`config.mk`:
```
export PLATFORM = sky130hd
export DESIGN_NAME = fft16_output_reorder
export DESIGN_NICKNAME = d
export VERILOG_FILES = /design/src/verilog/fft16_pkg.sv /design/src/verilog/fft16_output_reorder.sv
export SDC_FILE = /design/constraint.sdc
export NUM_CORES = 1
export LEC_CHECK = 0
export ABC_AREA = 0
export BUFFER_PORTS_ARGS = -buffer_cell sky130_fd_sc_hd__buf_4
export CORE_AREA = 2 2 595 597
export CTS_BUF_LIST = sky130_fd_sc_hd__clkbuf_8
export DETAILED_ROUTE_END_ITERATION = 10
export DIE_AREA = 0 0 597 599
export GPL_TIMING_DRIVEN = 0
export PLACE_DENSITY = 0.3
export SLEW_MARGIN = 10
export SYNTH_ARGS = -nofsm -noshare
export SYNTH_HDL_FRONTEND = slang
export SYNTH_SLANG_ARGS = --single-unit
```
`constraint.sdc`:
```
create_clock -name clk -period 0.8 [get_ports clk]
set_input_delay 0.2 -clock clk [delete_from_list [all_inputs] [get_ports clk]]
set_output_delay 0.2 -clock clk [all_outputs]
set_load 0.05 [all_outputs]
```
`src/verilog/fft16_pkg.sv`:
```
`default_nettype none

package fft16_pkg;

    localparam int n_points = 16;
    localparam int n_stages = 4;                // log2(n_points)
    localparam int sample_w = 16;
    localparam int data_w   = 32;               // 8 fraction bits
    localparam int frac_in  = 8;
    localparam int tw_frac  = 16;               // twiddles are Q16

    typedef logic signed [sample_w-1:0] sample_t;

    // internal complex value
    typedef struct packed {
        logic signed [data_w-1:0] re;
        logic signed [data_w-1:0] im;
    } cplx_t;

    typedef cplx_t [n_points-1:0] frame_t;

    typedef sample_t [n_points-1:0] sample_frame_t;

    // one output bin
    typedef struct packed {
        sample_t re;
        sample_t im;
    } bin_t;

    typedef bin_t [n_points-1:0] bin_frame_t;

    // W16^k = cos(2*pi*k/16) - j*sin(2*pi*k/16), scaled by 2^16
    localparam cplx_t twiddle [0:n_points/2-1] = '{
        '{re: 32'sh0001_0000, im: 32'sh0000_0000},
        '{re: 32'sh0000_EC83, im: 32'shFFFF_9E09},
        '{re: 32'sh0000_B504, im: 32'shFFFF_4AFC},
        '{re: 32'sh0000_61F7, im: 32'shFFFF_137D},
        '{re: 32'sh0000_0000, im: 32'shFFFF_0000},   // -j
        '{re: 32'shFFFF_9E09, im: 32'shFFFF_137D},
        '{re: 32'shFFFF_4AFC, im: 32'shFFFF_4AFC},
        '{re: 32'shFFFF_137D, im: 32'shFFFF_9E09}
    };

    // real sample to internal fixed point, imaginary part is zero
    function automatic cplx_t widen(input sample_t s);
        cplx_t c;
        c.re = data_w'(s) <<< frac_in;          // sign extend, then scale
        c.im = '0;
        return c;
    endfunction

    function automatic logic [n_stages-1:0] bit_reverse(input logic [n_stages-1:0] idx);
        logic [n_stages-1:0] rev;
        for (int k = 0; k < n_stages; k++) begin
            rev[k] = idx[n_stages-1-k];
        end
        return rev;
    endfunction

endpackage

`default_nettype wire

```
`src/verilog/fft16_output_reorder.sv`:
```
`timescale 1ns/100ps
`default_nettype none

module fft16_output_reorder (
    input  logic                  clk,
    input  logic                  rst_n,
    input  logic                  in_valid,
    input  fft16_pkg::frame_t     in_frame,
    output logic                  out_valid,
    output fft16_pkg::bin_frame_t out_bins
);

    fft16_pkg::bin_frame_t bins_next;

    // DIF leaves bins in bit-reversed order
    always_comb begin
        logic [fft16_pkg::n_stages-1:0] src;
        for (int n = 0; n < fft16_pkg::n_points; n++) begin
            src = fft16_pkg::bit_reverse(n[fft16_pkg::n_stages-1:0]);
            // drop 8 fraction bits and the top 8 bits
            bins_next[n].re = in_frame[src].re[fft16_pkg::frac_in +: fft16_pkg::sample_w];
            bins_next[n].im = in_frame[src].im[fft16_pkg::frac_in +: fft16_pkg::sample_w];
        end
    end

    always_ff @(posedge clk or negedge rst_n) begin
        if (!rst_n) begin
            out_valid <= 1'b0;
            out_bins  <= '0;
        end else begin
            out_valid <= in_valid;
            if (in_valid) begin
                out_bins <= bins_next;
            end
        end
    end

endmodule

`default_nettype wire

```
### Word-level counts from Yosys, hierarchy flattened

Cells that the tools add are included.

* bits in registers: 513
* input port bits: 1027
* output and inout port bits: 513
* logic and storage cells: 33

### Logic depth before layout (Yosys ltp)

Gate-level depths: netlist of run 1.

* depth after elaboration: 0
* mapped depth: 4
* mapped depth without buffers: 1

### Worst setup path before layout of run 1

No wires, ideal clock.

* path type: input to register
* start: input port in_valid
* end: register out_bins[100] (netlist name)
* library setup time: 0.125 ns
* arrival time: 0.948 ns
* required time: 0.675 ns
* path slack: -0.273 ns
* cell stages on the path: 4
* buffers on the path: 3
* cell sequence: buf_6 -> buf_6 -> clkbuf_8 -> mux2_2

RTL lines
* start: declaration: RTL line fft16_output_reorder.sv:7 `input logic in_valid,`
* end signal: assignment: RTL line fft16_output_reorder.sv:33 `out_bins <= bins_next;`
* end: declaration: RTL line fft16_output_reorder.sv:10 `output fft16_pkg::bin_frame_t out_bins`

No word-level cell between the ends.

### Worst setup path in the final report of run 1

* start: register out_bins[373] (netlist name)
* end: output port out_bins[373] (netlist name)

No word-level cell between the ends.

==> results of run 1 <==
==> cells by family (layout without fill, tap and decap cells) <==
logic type / after synthesis / count (layout)
buffers and inverters: 57 / 2248
DFF: 513 / 513
muxes: 512 / 512
other: 0 / 11
==> flip-flops by register name (all words and copies together), names as in the netlist <==
name / flops
out_bins: 512
out_valid: 1
==> cell type report <==
| class | count | area (um^2) |
|---|---|---|
| fillers | 39460 | 302500 |
| repair buffers | 1983 | 20740 |
| flip-flops and latches | 513 | 12900 |
| multi-input cells | 512 | 6021 |
| well taps | 4620 | 5781 |
| clock buffers | 149 | 2051 |
| plain buffers | 57 | 804.5 |
| clock inverters | 59 | 521.8 |
| diodes | 11 | 27.53 |
==> cells in the final DEF, fill, tap and decap left out, types with 30 or more instances in the layout <==
| cell | instances |
|---|---|
| clkbuf_8 | 149 |
| dfrtp_1 | 462 |
| mux2_2 | 444 |
| buf_6 | 470 |
| dfrtp_2 | 51 |
| buf_4 | 534 |
| mux2_4 | 68 |
| dlymetal6s4s_1 | 75 |
| buf_12 | 120 |
| dlygate4sd3_1 | 786 |
| buf_8 | 30 |
==> stage by stage <==
stage                     cell area, um^2  cells  power (mW)  TNS (ps)
final                               48850   7904       97.00   -479170
after CTS                           48140   7920       99.63   -643570
after global routing                48830   7897       102.7   -548420
after detailed placement            33090   6735       55.43   -561580
after global placement              32910   6729       55.30  -4122460
after floorplan                     19420   1082       42.99   -116750
==> layer usage <==
layer  wire length [um]  GRT usage [%]  vias to the layer above
met5                132              0                        -
met4               5046          2.546                       24
met3              25620          6.130                      291
met2              76860          14.73                     1077
met1              61780          9.334                     8929
li1                   -              -                     8080
==> power by group <==
part	total, mW	internal (mW)	switching [mW]
registers	31.0	28.7	2.37
logic	31.6	14.2	17.5
clock network	34.4	19.6	14.8
==> worst paths after layout <==
kind | from | end | slack, ps | cells after the start
max | out_bins[373]$_DFFE_PN0P_ | out_bins[373] | -1010 | 1
min | rst_n | out_bins[245]$_DFFE_PN0P_ | -540 | 5
max reg2reg | out_bins[65]$_DFFE_PN0P_ | out_bins[65]$_DFFE_PN0P_ | -190 | 3
min reg2reg | out_bins[223]$_DFFE_PN0P_ | out_bins[223]$_DFFE_PN0P_ | 530 | 1
max in group asynchronous | rst_n | out_bins[107]$_DFFE_PN0P_ | -90 | 7
min in group clk | in_frame[938] | out_bins[242]$_DFFE_PN0P_ | 80 | 3
==> timing repair <==
action                                  in CTS  in global routing
hold buffers                               927                 14
gates cloned                                 0                  6
endpoints found under the setup margin     535               1193
resized for setup                          729                247
buffers inserted                            50                 36
endpoints found under the hold margin      865                276
==> flow_metrics.env, run 1 <==
export IMPL_tritoncts="built"
export IMPL_hold_violations=262
export IMPL_fmax_ghz=0.5540
export IMPL_clock_path_buffers=4
export IMPL_async_flop_share_pct=100.0
export IMPL_synth_compound_area_share_pct=0
export IMPL_violations="negative hold slack, negative setup slack"
export IMPL_cp_cell_sequence="buf_6"
export IMPL_hpwl_um=140700
export IMPL_setup_ws_ps=-1005
export IMPL_drt_wirelength_per_cell_um=21.44
export IMPL_grt_pass1_vias=20780
export IMPL_wl_um=169400
export IMPL_status="finished, violations left"
export IMPL_gr_total_overflow=0
export IMPL_vias_per_cell=2.328
export IMPL_num_io_pins=1540
export IMPL_drc=0
export IMPL_cp_buffers_inverters=1
export IMPL_fin_skew_ps=0
export IMPL_syn_area_um2=19250
export IMPL_grt_usage_pct=9.026
export IMPL_ys_ff_latch=513
export IMPL_synth_top_cells_by_count="dfrtp_1, mux2_2, buf_6, clkbuf_8, buf_2"
export IMPL_drv_cap=0
export IMPL_cts_sinks=513
export IMPL_powerDensity_nw_per_um2=1986
export IMPL_drive_gt1_share_pct=58.78
export IMPL_synth_main_ff_cell="dfrtp_1"
export IMPL_synth_edf_count=0
export IMPL_final_max_slew_viol_count=0
export IMPL_die_area_um2=357600
export IMPL_root_buffer="clkbuf_8"
export IMPL_cp_arrival_ps=1610
export IMPL_clock_latency_ps=860
export IMPL_fin_crit_ps=1805
export IMPL_finalSetupViolCount=898
export IMPL_die_w_um=597
export IMPL_detail_route_iter0_violations=420
export IMPL_die_h_um=599
export IMPL_num_vias=18400
export IMPL_synth_top_family_by_area="multiplexers"
export IMPL_path_clk_slew_ps=60
export IMPL_rows=218
export IMPL_antenna_found_initial=99
export IMPL_cts_buffers=120
export IMPL_synth_top_area_share_pct=66.70
export IMPL_path_class="flip-flop to primary output"
export IMPL_cts_max_level=3
export IMPL_crit_required_ps=600
export IMPL_avgSynthCellArea_um2=17.79
export IMPL_start_util_pct=5.478
export IMPL_cp_start_kind="flip-flop"
export IMPL_synthMuxAreaShare_pct=29.96
export IMPL_syn_num_nets=2109
export IMPL_end_kind="primary output"
export IMPL_worst_path_max_delay_cell="dfrtp_2"
export IMPL_grt_pass1_wl_um=209500
export IMPL_fin_util_pct=13.91
export IMPL_ys_warnings_count=0
export IMPL_core_um2=351300
export IMPL_ys_seq_area_share_pct=66.70
export IMPL_path_max_fanout=2
export IMPL_grt_setup_unrepaired="yes"
export IMPL_netlist_cell_type_count=5
export IMPL_io_buffer_count=1027
export IMPL_syn_to_final_growth_pct=153.8
export IMPL_synth_most_common_cell="dfrtp_1"
export IMPL_netlist_instances=1082
export IMPL_synthTopCellsByArea="dfrtp_1, mux2_2, buf_6"
export IMPL_worst_pin_slew_ps=601.0
export IMPL_cpPeakStageDelay_ps=480
export IMPL_nets=4214
export IMPL_synthAdderAreaFrac_pct=0
export IMPL_drtAntennaViolNets=0
export IMPL_yosysTopAreaCell="dfrtp_1"
export IMPL_ir_worst_vdd_v=0.001427
export IMPL_place_ws_ps=-1048
export IMPL_whs_ps=-544.5
export IMPL_slew_headroom_pct=59.93
export IMPL_total_leakage_power_nw=20.99
export IMPL_hold_class="input pin to asynchronous set/reset pin"
export IMPL_yosys_area_share_simple_pct=0
export IMPL_grt_max_degree=95
export IMPL_drt_first_pass_iters=4
export IMPL_crit_family="flip-flops"
export IMPL_finalWeightedCongestion=0.7590
export IMPL_synth_xor_area_share_pct=0
export IMPL_fin_crit_sh_pct=225.7
(Power assumes the default switching activity.)
==> run 2: changes to the inputs <==
- CORE_AREA: 2 2 595 597 -> 2 2 592 594
- DIE_AREA: 0 0 597 599 -> 0 0 594 596
- clock period: 0.8 -> 2.28 ns (I/O delays scaled with it)
==> flow_metrics.env, run 2 (synthesized netlist as in run 1, its figures left out) <==
export IMPL_vias_per_cell=2.226
export IMPL_antenna_found_initial=74
export IMPL_slew_headroom_pct=51.93
export IMPL_detail_route_iter0_violations=397
export IMPL_nets=3826
export IMPL_path_class="flip-flop to primary output"
export IMPL_rows=217
export IMPL_cts_hold_buffers_added=513
export IMPL_hpwl_um=146100
export IMPL_place_inst=6714
export IMPL_status="finished, violations left"
export IMPL_cp_arrival_ps=1670
export IMPL_drt_wirelength_per_cell_um=22.42
export IMPL_fmax_ghz=0.4472
export IMPL_path_max_fanout=2
export IMPL_ff2ff_setup_slack_ps=1360
export IMPL_fin_cells=7510
export IMPL_largest_reg_flops=512
export IMPL_grt_pass1_wl_um=211100
export IMPL_drv_cap=0
export IMPL_path_depth=1
export IMPL_start_util_pct=5.534
export IMPL_fin_crit_sh_pct=98.07
export IMPL_drt_first_pass_iters=4
export IMPL_cts_buffers=121
export IMPL_whs_ps=-286.1
export IMPL_worst_pin_slew_ps=721.0
export IMPL_cts_sinks=513
export IMPL_final_cell_mix="buf_4, dlygate4sd3_1, mux2_2"
export IMPL_drc=0
export IMPL_cpPeakStageDelay_ps=480
export IMPL_syn_to_final_growth_pct=125.0
export IMPL_clock_latency_ps=920
export IMPL_cp_start_kind="flip-flop"
export IMPL_hold_violations=80
export IMPL_fillers=39480
export IMPL_violations="negative hold slack"
export IMPL_final_area_um2=43310
export IMPL_cp_cell_sequence="buf_12"
export IMPL_end_kind="primary output"
export IMPL_grt_setup_unrepaired="yes"
export IMPL_powerDensity_nw_per_um2=763.2
export IMPL_reg_largest_list="out_bins (512), out_valid (1)"
export IMPL_grt_usage_pct=9.295
export IMPL_grt_pass1_vias=18860
export IMPL_place_area_um2=32880
export IMPL_ir_worst_vdd_v=0.0004741
export IMPL_r2r_start="out_bins[443]$_DFFE_PN0P_"
export IMPL_final_max_slew_viol_count=0
export IMPL_root_buffer="clkbuf_8"
export IMPL_reg2regPathDepth=2
export IMPL_die_w_um=594
export IMPL_r2r_end="out_bins[443]$_DFFE_PN0P_"
export IMPL_largest_register="out_bins"
export IMPL_total_leakage_power_nw=17.98
export IMPL_cp_buffers_inverters=1
export IMPL_final_common_cell="buf_4"
export IMPL_fin_util_pct=12.45
export IMPL_fin_skew_ps=0
export IMPL_io_buffer_count=1027
export IMPL_path_clk_slew_ps=60
export IMPL_finalSetupViolCount=0
export IMPL_hold_class="input pin to asynchronous set/reset pin"
export IMPL_wl_um=168300
export IMPL_die_h_um=596
export IMPL_fin_crit_ps=2236
export IMPL_grt_max_degree=88
export IMPL_core_um2=347800
export IMPL_drtAntennaViolNets=0
export IMPL_drive_gt1_share_pct=64.08
export IMPL_gr_total_overflow=0
export IMPL_crit_family="flip-flops"
export IMPL_crit_required_ps=1710
export IMPL_die_area_um2=354000
export IMPL_num_io_pins=1540
export IMPL_clock_path_buffers=4
export IMPL_finalWeightedCongestion=0.8471
export IMPL_tritoncts="built"
export IMPL_power_mw=33.06
export IMPL_num_vias=16720
export IMPL_worst_path_max_delay_cell="dfrtp_2"
export IMPL_cts_max_level=3
[run 2: changes by cell type in the layout (fill, tap and decap cells not counted), moves of 25 or more]
cell | before | now
dfrtp_2 | 51 | 26
mux2_4 | 68 | 0
buf_4 | 534 | 783
mux2_2 | 444 | 512
dlygate4sd3_1 | 786 | 513
dfrtp_1 | 462 | 487
buf_6 | 470 | 179
dlymetal6s4s_1 | 75 | 0
[run 2: how the worst max path moves through the flow]
stage,start,endpoint,slack (ps)
after floorplan,in_valid,out_bins[100]$_DFFE_PN0P_,840
after global placement,rst_n,out_bins[192]$_DFFE_PN0P_,-6650
after detailed placement,rst_n,out_bins[210]$_DFFE_PN0P_,-620
after CTS,out_bins[440]$_DFFE_PN0P_,out_bins[440],-160
after global routing,out_bins[440]$_DFFE_PN0P_,out_bins[440],-90
final,out_bins[440]$_DFFE_PN0P_,out_bins[440],40
[run 2: layout make-up]
type                            instances  area [um^2]  share of cell area, %
Antenna cell                           24        60.06                 0.1387
Buffer                                 57        643.1                  1.485
Clock buffer                          146         2009                  4.640
Clock inverter                         65        554.3                  1.280
Multi-Input combinational cell        512         5766                  13.31
Sequential cell                       513        12870                  29.72
Tap cell                             4599         5754                  13.29
Timing Repair Buffer                 1594        15650                  36.14
[run 2: timing repair]
item | CTS | global route
setup endpoints to repair | 291 | 104
resized for setup | 570 | 23
hold endpoints to repair | 593 | 80
setup buffers | 38 | 10
[run 2: power breakdown]
| group | total [mW] | switching [mW] | leakage (nW) | internal, mW |
|---|---|---|---|---|
| Combinational | 10.2 | 6.15 | 10.6 | 4.09 |
| Sequential | 10.8 | 0.761 | 5.97 | 10.0 |
| Clock | 12.0 | 5.24 | 1.44 | 6.78 |
| Total | 33.1 | 12.1 | 18.0 | 20.9 |
[run 2: layer usage]
metal / part of all wire (%) / global-route usage [%] / up-vias
met4: 3.3 / 2.584 / 8
met3: 19 / 7.838 / 261
li1: - / - / 7344
met2: 45 / 14.89 / 1052
met1: 33 / 8.910 / 8051
met5: 0.030 / 0 / -
[run 2: per-stage QoR]
stage	setup WS, ps	setup TNS, ps
3_3_place_gp	-6653	-3188550
3_5_place_dp	-615.2	-55430
6_report	43.95	0
5_1_grt	-86.54	-2078
2_1_floorplan	837.0	0
4_1_cts	-157.7	-8431
